<file path="src/verilog/rv_params.svh">
/* Width and size macros for the RV32I integer core
   Include wherever a width or register count is needed */

`ifndef RV_PARAMS_SVH
`define RV_PARAMS_SVH

// Data path width, PCs and operands alike
`define RV_XLEN    32

// Integer register file depth, x0 included
`define RV_NREGS   32

// Register index width
`define RV_RSEL_W  5

`endif

</file>
<file path="src/verilog/rv_types_pkg.sv">
/* Shared types for the RV32I integer core
   Instruction word views plus opcode and ALU select encodings */

`include "rv_params.svh"

package rv_types_pkg;

    typedef logic [`RV_XLEN-1:0]   rv_word_t;   // Data word, PC, operand
    typedef logic [`RV_RSEL_W-1:0] rv_rsel_t;   // Register index

    // Major opcode, instruction bits [6:2]
    typedef enum logic [4:0] {
        OP_LUI   = 5'b01101,
        OP_AUIPC = 5'b00101,
        OP_OPIMM = 5'b00100,
        OP_OP    = 5'b01100
    } rv_opcode_e;

    // ALU result select
    typedef enum logic [2:0] {
        ALU_ADDER = 3'd0,    // Add or subtract
        ALU_COMP  = 3'd1,    // Set-less-than
        ALU_XOR   = 3'd2,
        ALU_OR    = 3'd3,
        ALU_AND   = 3'd4,
        ALU_SHIFT = 3'd5     // Left or right, logical or arithmetic
    } rv_alu_sel_e;

    // One instruction word seen through three formats
    typedef union packed {
        struct packed {
            logic [6:0] funct7;
            rv_rsel_t   rs2;
            rv_rsel_t   rs1;
            logic [2:0] funct3;
            rv_rsel_t   rd;
            logic [6:0] opcode;
        } r;                     // Register fields
        struct packed {
            logic [11:0] imm12;
            rv_rsel_t    rs1;
            logic [2:0]  funct3;
            rv_rsel_t    rd;
            logic [6:0]  opcode;
        } i;                     // 12-bit immediate
        struct packed {
            logic [19:0] imm20;
            rv_rsel_t    rd;
            logic [6:0]  opcode;
        } u;                     // Upper 20-bit immediate
    } rv_instr_u;

endpackage

</file>
<file path="src/verilog/rv_alu.sv">
/* Combinational ALU of the execute stage
   Shared adder for add, sub and compare, one right shifter for all shifts */

`timescale 1ns/100ps
`include "rv_params.svh"

module rv_alu
    import rv_types_pkg::*;
(
    input  rv_word_t    op1,
    input  rv_word_t    op2,
    input  logic        cin,      // Subtract, op2 inverted plus one
    input  logic        rev,      // Left shift through bit reversal
    input  logic        uns,      // Unsigned compare, logical shift
    input  rv_alu_sel_e sel,
    output rv_word_t    result
);

    rv_word_t          op2_eff;
    logic [`RV_XLEN:0] sum;       // Carry out on top
    logic              lt;
    logic [4:0]        shamt;
    logic              fill;
    rv_word_t          sh_in, sh_out;
    logic [`RV_XLEN:0] sh_ext;

    function automatic rv_word_t bit_rev(input rv_word_t val);
        rv_word_t rv;
        for (int b = 0; b < `RV_XLEN; b++) begin
            rv[b] = val[`RV_XLEN-1-b];
        end
        return rv;
    endfunction

    // ======================================================================
    // Adder and compare

    assign op2_eff = cin ? ~op2 : op2;
    assign sum     = {1'b0, op1} + {1'b0, op2_eff} + {{`RV_XLEN{1'b0}}, cin};

    always_comb begin
        if (uns) lt = ~sum[`RV_XLEN];                                // No carry means borrow
        else if (op1[`RV_XLEN-1] != op2[`RV_XLEN-1]) lt = op1[`RV_XLEN-1];  // Signs differ
        else lt = sum[`RV_XLEN-1];
    end

    // ======================================================================
    // Shifter

    assign shamt  = op2[4:0];
    assign sh_in  = rev ? bit_rev(op1) : op1;
    assign fill   = ~uns & sh_in[`RV_XLEN-1];     // Sign fill for SRA only
    assign sh_ext = $signed({fill, sh_in}) >>> shamt;
    assign sh_out = rev ? bit_rev(sh_ext[`RV_XLEN-1:0]) : sh_ext[`RV_XLEN-1:0];

    // Result select
    always_comb begin
        case (sel)
            ALU_COMP:  result = {{(`RV_XLEN-1){1'b0}}, lt};
            ALU_XOR:   result = op1 ^ op2;
            ALU_OR:    result = op1 | op2;
            ALU_AND:   result = op1 & op2;
            ALU_SHIFT: result = sh_out;
            default:   result = sum[`RV_XLEN-1:0];      // ALU_ADDER
        endcase
    end

endmodule

</file>
<file path="src/verilog/rv_decode.sv">
/* Decode stage with register file, immediate builder and control decode
   Takes instruction words by valid/ready and hands operands to execute */

`timescale 1ns/100ps
`include "rv_params.svh"

module rv_decode
    import rv_types_pkg::*;
(
    input  logic        clk,
    input  logic        rstz,
    // Instruction in
    input  rv_instr_u   instr_ir,
    input  rv_word_t    instr_pc,
    input  logic        instr_vld,
    output logic        instr_rdy,
    // Decoded instruction out
    output rv_word_t    dec_op1,
    output rv_word_t    dec_op2,
    output logic        dec_cin,
    output logic        dec_rev,
    output logic        dec_uns,
    output rv_alu_sel_e dec_sel,
    output rv_rsel_t    dec_rd,
    output logic        dec_rd_write,
    output logic        dec_illegal,
    output logic        dec_vld,
    input  logic        dec_rdy,
    // Write-back from execute
    input  logic        regwr_en,
    input  rv_rsel_t    regwr_sel,
    input  rv_word_t    regwr_data
);

    logic [4:0]  opc;                   // Opcode bits [6:2]
    logic        illegal_opcode;
    logic        instr_valid;
    logic        xfer_in;
    logic        f7_zero, f7_alt, is_op;
    rv_word_t    reg1 [`RV_NREGS];      // Copy for rs1 port
    rv_word_t    reg2 [`RV_NREGS];      // Copy for rs2 port
    rv_word_t    rs1_data, rs2_data;    // Falling edge read
    rv_word_t    rs1_val, rs2_val;      // After forwarding
    logic        sign, format_i, format_u;
    logic        imm_a;
    logic [3:0]  imm_b;
    logic [5:0]  imm_c;
    logic        imm_d;
    logic [7:0]  imm_e;
    logic [11:0] imm_f;
    rv_word_t    immediate;
    rv_word_t    op1_nxt, op2_nxt;
    logic        cin, rev, uns;
    rv_alu_sel_e sel;

    assign opc            = instr_ir.r.opcode[6:2];
    assign illegal_opcode = instr_ir.r.opcode[1:0] != 2'b11;
    assign f7_zero        = instr_ir.r.funct7 == 7'h00;
    assign f7_alt         = instr_ir.r.funct7 == 7'h20;  // SUB and SRA
    assign is_op          = opc == OP_OP;

    // ======================================================================
    // Integer registers

    // Write on the rising edge, both copies together
    always_ff @(posedge clk) begin
        if (regwr_en) begin
            reg1[regwr_sel] <= regwr_data;
            reg2[regwr_sel] <= regwr_data;
        end
    end

    // Read half a cycle early, so rs fields must settle before the falling edge
    always_ff @(negedge clk) begin
        rs1_data <= reg1[instr_ir.r.rs1];
        rs2_data <= reg2[instr_ir.r.rs2];
    end

    // x0 reads zero, a write landing this edge is forwarded
    always_comb begin
        if (instr_ir.r.rs1 == '0) rs1_val = '0;
        else if (regwr_en && regwr_sel == instr_ir.r.rs1) rs1_val = regwr_data;
        else rs1_val = rs1_data;

        if (instr_ir.r.rs2 == '0) rs2_val = '0;
        else if (regwr_en && regwr_sel == instr_ir.r.rs2) rs2_val = regwr_data;
        else rs2_val = rs2_data;
    end

    // ======================================================================
    // Immediate builder

    assign sign     = instr_ir.i.imm12[11];
    assign format_i = opc == OP_OPIMM;
    assign format_u = opc == OP_LUI || opc == OP_AUIPC;

    always_comb begin
        imm_a = format_i ? instr_ir.i.imm12[0] : 1'b0;            // Bit 0
        imm_b = format_u ? 4'b0 : instr_ir.i.imm12[4:1];          // Bits 4:1
        imm_c = format_u ? 6'b0 : instr_ir.i.imm12[10:5];         // Bits 10:5
        imm_d = format_u ? 1'b0 : sign;                           // Bit 11
        imm_e = format_u ? instr_ir.u.imm20[7:0] : {8{sign}};     // Bits 19:12
        imm_f = format_u ? instr_ir.u.imm20[19:8] : {12{sign}};   // Bits 31:20
    end

    assign immediate = {imm_f, imm_e, imm_d, imm_c, imm_b, imm_a};

    // ======================================================================
    // Control decode

    always_comb begin
        cin         = 1'b0;       // Default is a plain add
        rev         = 1'b0;
        uns         = 1'b0;
        sel         = ALU_ADDER;
        instr_valid = 1'b0;

        case (opc)
            OP_LUI, OP_AUIPC: instr_valid = 1'b1;
            OP_OPIMM, OP_OP: begin
                // funct7 only matters for register forms and shifts
                case (instr_ir.r.funct3)
                    3'b000: begin                          // ADD, SUB, ADDI
                        cin         = is_op & f7_alt;
                        instr_valid = ~is_op | f7_zero | f7_alt;
                    end
                    3'b001: begin                          // SLL, SLLI
                        rev         = 1'b1;
                        uns         = 1'b1;
                        sel         = ALU_SHIFT;
                        instr_valid = f7_zero;
                    end
                    3'b010: begin                          // SLT, SLTI
                        cin         = 1'b1;
                        sel         = ALU_COMP;
                        instr_valid = ~is_op | f7_zero;
                    end
                    3'b011: begin                          // SLTU, SLTIU
                        cin         = 1'b1;
                        uns         = 1'b1;
                        sel         = ALU_COMP;
                        instr_valid = ~is_op | f7_zero;
                    end
                    3'b100: begin
                        sel         = ALU_XOR;
                        instr_valid = ~is_op | f7_zero;
                    end
                    3'b101: begin                          // SRL and SRA forms
                        uns         = ~f7_alt;
                        sel         = ALU_SHIFT;
                        instr_valid = f7_zero | f7_alt;
                    end
                    3'b110: begin
                        sel         = ALU_OR;
                        instr_valid = ~is_op | f7_zero;
                    end
                    default: begin                         // AND, ANDI
                        sel         = ALU_AND;
                        instr_valid = ~is_op | f7_zero;
                    end
                endcase
            end
            default: ;                                     // Unsupported opcode
        endcase
    end

    // Operand select per opcode
    always_comb begin
        op1_nxt = rs1_val;
        op2_nxt = immediate;
        case (opc)
            OP_LUI:   op1_nxt = '0;
            OP_AUIPC: op1_nxt = instr_pc;
            OP_OP:    op2_nxt = rs2_val;
            default: ;                                     // OP-IMM and illegal
        endcase
    end

    // ======================================================================
    // Output register

    assign xfer_in   = instr_vld && instr_rdy;
    assign instr_rdy = ~dec_vld | dec_rdy;     // Empty or draining

    always_ff @(posedge clk or negedge rstz) begin
        if (~rstz) begin
            dec_vld <= 1'b0;
        end else if (xfer_in) begin
            dec_vld <= 1'b1;
        end else if (dec_rdy) begin
            dec_vld <= 1'b0;
        end
    end

    always_ff @(posedge clk) begin
        if (xfer_in) begin
            dec_op1      <= op1_nxt;
            dec_op2      <= op2_nxt;
            dec_cin      <= cin;
            dec_rev      <= rev;
            dec_uns      <= uns;
            dec_sel      <= sel;
            dec_rd       <= instr_ir.r.rd;
            dec_rd_write <= instr_ir.r.rd != '0;
            dec_illegal  <= ~instr_valid | illegal_opcode;
        end
    end

    // Stalled decode output holds until execute takes it
    a_dec_hold: assert property (@(posedge clk) disable iff (!rstz)
        dec_vld && !dec_rdy |=> dec_vld && $stable({dec_op1, dec_op2, dec_cin, dec_rev,
            dec_uns, dec_sel, dec_rd, dec_rd_write, dec_illegal}));

endmodule

</file>
<file path="src/verilog/rv_execute.sv">
/* Execute stage, runs the ALU on the offered instruction
   Writes back on accept and registers the result port */

`timescale 1ns/100ps

module rv_execute
    import rv_types_pkg::*;
(
    input  logic        clk,
    input  logic        rstz,
    // Decoded instruction in
    input  rv_word_t    dec_op1,
    input  rv_word_t    dec_op2,
    input  logic        dec_cin,
    input  logic        dec_rev,
    input  logic        dec_uns,
    input  rv_alu_sel_e dec_sel,
    input  rv_rsel_t    dec_rd,
    input  logic        dec_rd_write,
    input  logic        dec_illegal,
    input  logic        dec_vld,
    output logic        dec_rdy,
    // Write-back to decode
    output logic        regwr_en,
    output rv_rsel_t    regwr_sel,
    output rv_word_t    regwr_data,
    // Result out
    output rv_word_t    result_data,
    output rv_rsel_t    result_rd,
    output logic        result_write,
    output logic        result_illegal,
    output logic        result_vld,
    input  logic        result_rdy
);

    rv_word_t alu_result;
    logic     xfer_in;

    rv_alu u_alu (
        .op1    (dec_op1),
        .op2    (dec_op2),
        .cin    (dec_cin),
        .rev    (dec_rev),
        .uns    (dec_uns),
        .sel    (dec_sel),
        .result (alu_result)
    );

    assign dec_rdy = ~result_vld | result_rdy;
    assign xfer_in = dec_vld && dec_rdy;

    // Register file write on the accepting edge
    assign regwr_en   = xfer_in && dec_rd_write && ~dec_illegal;
    assign regwr_sel  = dec_rd;
    assign regwr_data = alu_result;

    // ======================================================================
    // Result register

    always_ff @(posedge clk or negedge rstz) begin
        if (~rstz) begin
            result_vld <= 1'b0;
        end else if (xfer_in) begin
            result_vld <= 1'b1;
        end else if (result_rdy) begin
            result_vld <= 1'b0;
        end
    end

    always_ff @(posedge clk) begin
        if (xfer_in) begin
            result_data    <= alu_result;
            result_rd      <= dec_rd;
            result_write   <= dec_rd_write;
            result_illegal <= dec_illegal;
        end
    end

    // Write-back never targets x0
    a_no_x0_write: assert property (@(posedge clk) disable iff (!rstz)
        regwr_en |-> regwr_sel != '0);

    // Result holds under back-pressure
    a_result_hold: assert property (@(posedge clk) disable iff (!rstz)
        result_vld && !result_rdy |=> result_vld &&
            $stable({result_data, result_rd, result_write, result_illegal}));

endmodule

</file>
<file path="src/verilog/rv_int_core.sv">
/* Top of the RV32I integer core, decode followed by execute */

`timescale 1ns/100ps

module rv_int_core
    import rv_types_pkg::*;
(
    input  logic      clk,
    input  logic      rstz,
    // Instruction in
    input  rv_instr_u instr_ir,
    input  rv_word_t  instr_pc,
    input  logic      instr_vld,
    output logic      instr_rdy,
    // Result out
    output rv_word_t  result_data,
    output rv_rsel_t  result_rd,
    output logic      result_write,
    output logic      result_illegal,
    output logic      result_vld,
    input  logic      result_rdy
);

    // Decode to execute
    rv_word_t    dec_op1, dec_op2;
    logic        dec_cin, dec_rev, dec_uns;
    rv_alu_sel_e dec_sel;
    rv_rsel_t    dec_rd;
    logic        dec_rd_write, dec_illegal;
    logic        dec_vld, dec_rdy;

    // Write-back path
    logic        regwr_en;
    rv_rsel_t    regwr_sel;
    rv_word_t    regwr_data;

    rv_decode u_rv_decode (
        .clk, .rstz,
        .instr_ir, .instr_pc, .instr_vld, .instr_rdy,
        .dec_op1, .dec_op2, .dec_cin, .dec_rev, .dec_uns, .dec_sel,
        .dec_rd, .dec_rd_write, .dec_illegal, .dec_vld, .dec_rdy,
        .regwr_en, .regwr_sel, .regwr_data
    );

    rv_execute u_rv_execute (
        .clk, .rstz,
        .dec_op1, .dec_op2, .dec_cin, .dec_rev, .dec_uns, .dec_sel,
        .dec_rd, .dec_rd_write, .dec_illegal, .dec_vld, .dec_rdy,
        .regwr_en, .regwr_sel, .regwr_data,
        .result_data, .result_rd, .result_write, .result_illegal,
        .result_vld, .result_rdy
    );

endmodule

</file>
<file path="config.mk">
export PLATFORM = sky130hd
export DESIGN_NAME = rv_int_core
export DESIGN_NICKNAME = d
export VERILOG_FILES = /design/src/verilog/rv_types_pkg.sv /design/src/verilog/rv_alu.sv /design/src/verilog/rv_decode.sv /design/src/verilog/rv_execute.sv /design/src/verilog/rv_int_core.sv
export VERILOG_INCLUDE_DIRS = /design/src /design/src/verilog
export SDC_FILE = /design/constraint.sdc
export NUM_CORES = 2
export LEC_CHECK = 0
export BUFFER_PORTS_ARGS = -buffer_cell sky130_fd_sc_hd__buf_2
export CAP_MARGIN = 20
export CORE_MARGIN = 8
export CORE_UTILIZATION = 60
export CTS_CLUSTER_SIZE = 14
export DETAILED_ROUTE_END_ITERATION = 8
export GPL_ROUTABILITY_DRIVEN = 0
export HOLD_SLACK_MARGIN = 0.06
export PLACE_DENSITY = 0.73
export SLEW_MARGIN = 20
export SYNTH_ARGS = -nofsm -noshare
export SYNTH_HDL_FRONTEND = slang
export SYNTH_SLANG_ARGS = --single-unit
</file>
<file path="constraint.sdc">
create_clock -name clk -period 6.1 [get_ports clk]
set_input_delay 0.305 -clock clk [delete_from_list [all_inputs] [get_ports clk]]
set_output_delay 0.305 -clock clk [all_outputs]
set_load 0.02 [all_outputs]
</file>
## Word-level counts from Yosys, hierarchy flattened

Memory sizes are Yosys's and may differ from the RTL's. A register that Yosys moved wholly into a read port is not among the register bits.
Index checks and enable logic that the tools add are counted.

- Flip-flop bits (word level): 118
- Memories: 2
- Bits in read-only memories: 0
- Output and inout bits: 41
- RAM bits: 2048
- Bits in latches: 0
- Input bits: 68

- Reduce and logical (&&, ||, !) cells: 19
- Divide/modulo/power cells: 0
- Eq/ne operators: 20
- Bitwise gates (word level): 20
- $add $sub $neg: 2
- Mux-type cells: 30
- Multipliers: 0
- Magnitude comparators: 0
- Shifts and indexed selects: 1

Memory list:

| name | words | width | rd ports | clocked after memory_dff | wr ports | line | RTL |
|---|---|---|---|---|---|---|---|
| u_rv_decode.reg1 | 32 | 32 | 1 | 1 | 1 | rv_decode.sv:40 | `` rv_word_t reg1 [`RV_NREGS]; `` |
| u_rv_decode.reg2 | 32 | 32 | 1 | 1 | 1 | rv_decode.sv:41 | `` rv_word_t reg2 [`RV_NREGS]; `` |

Operator list:

| kind | count |
|---|---|
| 32-bit 2-to-1 mux | 8 |
| 32-bit one-hot mux with 5 select lines | 1 |
| 32-bit one-hot mux with 2 select lines | 1 |
| 32-bit by 32-bit adder with 33-bit output | 1 |
| 33-bit by 1-bit adder with 33-bit output | 1 |
| 33-bit by 5-bit >>> shifter with 32-bit output | 1 |
| 32-bit bitwise AND | 1 |
| 32-bit inverter | 1 |
| 32-bit bitwise OR | 1 |
| 32-bit XOR | 1 |
| 3-bit equality test (second input constant) | 5 |
| 3-bit one-hot mux with 5 select lines | 1 |
| 3-bit by 2-bit equality test with 1-bit output (second input constant) | 4 |
| 1-bit 2-to-1 mux | 11 |
| 11-bit 2-to-1 mux | 1 |
| 5-bit by 3-bit equality test with 1-bit output (second input constant) | 2 |
| 5-bit by 4-bit equality test with 1-bit output (second input constant) | 2 |
| 5-bit equality test | 2 |
| 5-bit zero test | 2 |
| 2-bit OR reduction | 5 |
| 8-bit 2-to-1 mux | 1 |
| 1-bit inverter | 8 |
| 7-bit by 6-bit equality test with 1-bit output (second input constant) | 1 |
| 7-bit zero test | 1 |
| other kinds (14) | 29 |

## Depth between registers and ports, before layout

- Word-level depth: 10
- Depth in mapped cells: 14
- Depth with buffers taken out: 10

## Cells and area by module

A second synthesis with hierarchy kept.

- Cells, all modules: 4646
- Area total of the unflattened synthesis: 61557.8 um^2

By module, submodules not included:

| module | instances | area an instance (um^2) | cells each |
|---|---|---|---|
| rv_decode | 1 | 53565.1 | 3679 |
| rv_alu | 1 | 6722.7 | 918 |
| rv_execute | 1 | 1270.0 | 49 |

==> results.sh <==
export IMPL_status="complete, no violations"
export IMPL_tightest_slew_ps=1230
export IMPL_crit_path_max_fanout=33
export IMPL_drt_wl_total_mm=190
export IMPL_row_count=116
export IMPL_yosysMostFrequentCell="edfxtp_1"
export IMPL_dr_first_iter_drc_count=6377
export IMPL_ir_drop_mv=0.278
export IMPL_p_leak_nw=23.1
export IMPL_fin_nets=3806
export IMPL_yosys_top_cells_area="edfxtp_1 56%, mux4_2 25%, dfxtp_1 2.1%, ha_1 2.0%, mux2_2 1.6%"
export IMPL_clock_latency_ps=740
export IMPL_portBuffers=108
export IMPL_num_vias=38400
export IMPL_clock_path_buffers=3
export IMPL_cp_required_ps=6380
export IMPL_dr_pass1_iters=9
export IMPL_finalHoldViolations=0
export IMPL_synth_ff_type="edfxtp_1"
export IMPL_cts_buffers=119
export IMPL_async_reset_ff_frac=0.00166
export IMPL_area_delta_synth_final_pct=13.4
export IMPL_synth_commonest_cells="1140 x edfxtp_1, 680 x mux4_2, 172 x clkbuf_1"
export IMPL_p_per_area_mw_per_mm2=301
export IMPL_period_share=0.840
export IMPL_min_path_type="input port to register"
export IMPL_fp_dieW_um=334
export IMPL_start_util=0.606
export IMPL_netlist_instances=3399
export IMPL_combPwrFrac=0.144
export IMPL_maxClockFrequency_mhz=195
export IMPL_synth_nets=3563
export IMPL_die_h_um=334
export IMPL_drive_above_1_share=0.350
export IMPL_switchingPower_mw=5.43
export IMPL_total_power_mw=20.8
export IMPL_synth_edff_count=1140
export IMPL_grt_pass1_vias=38300
export IMPL_vias_per_cell=7.53
export IMPL_routedWlPerCell_um=37.2
export IMPL_worst_setup_path_end_kind="register"
export IMPL_whs_ps=92.4
export IMPL_final_max_slew_viol_count=0
export IMPL_post_route_worst_setup_slack_ps=979
export IMPL_drcViolationCount=0
export IMPL_yosysSeqAreaShare=0.585
export IMPL_place_area_sq_mm=0.0640
export IMPL_dieArea_sq_mm=0.112
export IMPL_pre_cts_ws_ps=359
export IMPL_gr_total_overflow=0
export IMPL_drt_antenna_violating_nets=0
export IMPL_pin_count=109
export IMPL_tns_ps=0
export IMPL_max_slew_margin=0.181
export IMPL_synth_top_area_share=0.563
export IMPL_switching_share=0.262
export IMPL_grt_max_degree=61
export IMPL_cp_start_kind="register"
export IMPL_maxCapViolCount=0
export IMPL_cts_root_buf="clkbuf_16"
export IMPL_finalSetupViolations=0
export IMPL_cts_tree="yes"
export IMPL_crit_type="register to register"
export IMPL_clockPowerShare=0.382
export IMPL_rsz0062_at_grt="no"
export IMPL_path_clk_slew_ps=80
export IMPL_finish_instance_area_sq_mm=0.0689
export IMPL_grt_pass1_wl_mm=273
export IMPL_hpwl_mm=117
export IMPL_finalCriticalPeriod_ps=5120
export IMPL_htreeDepth=3
export IMPL_grtUsageTotal=0.338
export IMPL_yosys_warnings=0
export IMPL_synth_largest_area_cell="edfxtp_1"
export IMPL_antenna_found_initial=5
export IMPL_synth_cell_types=90
export IMPL_core_sq_mm=0.100
export IMPL_syn_area_per_cell_sq_um=17.9
export IMPL_p_int_mw=15.3
export IMPL_cts_sinks=1206
export IMPL_fin_skew_ps=44.7
export IMPL_ys_ff_latch=1206
export IMPL_crit_arrival_ps=5410
export IMPL_power_frac_seq=0.474
export IMPL_postCtsResizedCells=0
export IMPL_syn_cell_area_sq_mm=0.0608
## repair_timing
action / 4_1_cts / 5_1_grt
hold buffers: 51 / 0
setup buffers: 0 / 0
setup endpoints to repair: 0 / 0
hold endpoints to repair: 53 / 0
## critical path, stage by stage, from the launching register on
cell	delay [ps]
edfxtp_1	900
buf_12	290
xor2_1	210
ha_1	320
and3_1	200
a221oi_1	490
nand2_1	190
a21boi_0	390
o21ai_0	180
xor2_1	180
o21ai_1	630
inv_1	660
## state kept, by name (all words and copies together), names as in the netlist
register                     flops
u_rv_decode.dec_op2             32
u_rv_execute.result_write        1
u_rv_execute.result_vld          1
u_rv_decode.dec_illegal          1
u_rv_decode.rs1_data            32
u_rv_decode.dec_op1             32
u_rv_execute.result_rd           5
u_rv_decode.dec_vld              1
u_rv_decode.rs2_data            32
u_rv_decode.dec_rd_write         1
u_rv_decode.dec_rd               5
u_rv_decode.dec_cin              1
u_rv_execute.result_illegal      1
u_rv_decode.reg2               992
u_rv_decode.dec_rev              1
u_rv_decode.dec_uns              1
u_rv_decode.dec_sel              3
u_rv_decode.reg1                32
u_rv_execute.result_data        32
## worst paths after layout
kind / startpoint / end / slack (ps) / depth (start not counted)
worst min register to register: u_rv_decode.dec_rd_write$_DFFE_PP_ / u_rv_execute.result_write$_DFFE_PP_ / 540 / 0
max in group asynchronous: rstz / u_rv_execute.result_vld$_DFFE_PN0P_ / 5530 / 3
min in group asynchronous: rstz / u_rv_decode.dec_vld$_DFFE_PN0P_ / 450 / 3
worst max-delay path: u_rv_decode.dec_cin$_SDFFCE_PN0P_ / u_rv_decode.reg2[31][15]$_DFFE_PP_ / 980 / 11
worst max register to register: u_rv_decode.dec_cin$_SDFFCE_PN0P_ / u_rv_decode.reg2[31][15]$_DFFE_PP_ / 980 / 11
worst min-delay path: instr_ir[6] / u_rv_decode.dec_sel[0]$_SDFFCE_PN0P_ / 90 / 3
## stage by stage
step | cells | utilization
4_1_cts | 5103 | 0.687
2_1_floorplan | 3399 | -
3_5_place_dp | 4763 | 0.638
5_1_grt | 5104 | 0.687
3_3_place_gp | 4761 | 0.637
6_report | 5105 | 0.687
## per-layer routing
| metal | vias to the layer above | routed length, um | share of wire | GRT usage |
|---|---|---|---|---|
| met5 | - | 172 | 0.00091 | 0 |
| met4 | 8 | 12400 | 0.065 | 0.173 |
| met3 | 704 | 25700 | 0.14 | 0.0969 |
| met2 | 3192 | 86900 | 0.46 | 0.519 |
| met1 | 19700 | 64600 | 0.34 | 0.445 |
| li1 | 14800 | - | - | - |
## cell usage in the layout (no fill, tap or decap), types with 9 or more instances in the layout
cell type,synthesis,final
edfxtp_1,1140,1140
mux4_2,680,680
inv_1,121,189
clkbuf_16,0,130
buf_4,5,121
nor2_1,149,110
a21oi_1,109,107
buf_2,12,99
nand2_1,98,98
ha_1,95,95
mux2_2,88,88
o21ai_0,76,75
dfxtp_1,64,64
dlygate4sd3_1,0,51
xor2_1,48,48
mux2i_1,36,36
nor2_4,0,33
buf_12,2,33
a21o_1,27,27
o22ai_1,29,26
a32oi_1,22,22
clkinv_2,0,22
nor3_1,21,21
o211ai_1,19,19
a221oi_1,19,19
xnor2_1,18,18
o22a_1,16,16
o21a_1,14,14
o31ai_1,14,14
o21ai_1,15,14
mux4_1,13,13
nand3_1,13,13
clkinv_1,1,12
a211oi_1,12,12
and2_1,14,12
a31oi_1,13,12
bufinv_16,0,12
nand2b_1,11,11
clkbuf_1,172,11
and3_1,9,9
## layout make-up
type	count	area [sq um]
Antenna cell	1	2.50
Clock buffer	148	3390
Clock inverter	142	1030
Fill cell	6183	31400
Inverter	125	477
Multi-Input combinational cell	1814	24100
Sequential cell	1206	35600
Tap cell	1357	1700
Timing Repair Buffer	312	2700
## logic make-up (layout without fill, tap and decap cells)
| group | count (synthesis) | after routing | synth area share |
|---|---|---|---|
| XOR/XNOR | 66 | 66 | 0.00951 |
| adder cells (fa/ha/maj) | 96 | 96 | 0.0199 |
| flip-flops | 1206 | 1206 | 0.585 |
| other | 0 | 1 | 0 |
| buffers and inverters | 379 | 727 | 0.0252 |
| AND/OR/NAND/NOR | 368 | 368 | 0.0279 |
| multiplexers | 819 | 819 | 0.280 |
| AO/OA/AOI/OAI | 465 | 465 | 0.0520 |
## power groups by stage
stage               clock network, mW  logic (mW)  registers (mW)
CTS                              7.94        2.93            9.83
detailed placement             0.0647        2.88            10.0
finish                           7.93        3.00            9.84
floorplan                      0.0647        1.88            9.92
global route                     8.29        3.16            9.85
global placement               0.0647        2.79            10.0
Note: power is estimated with default switching activity, not from simulation.
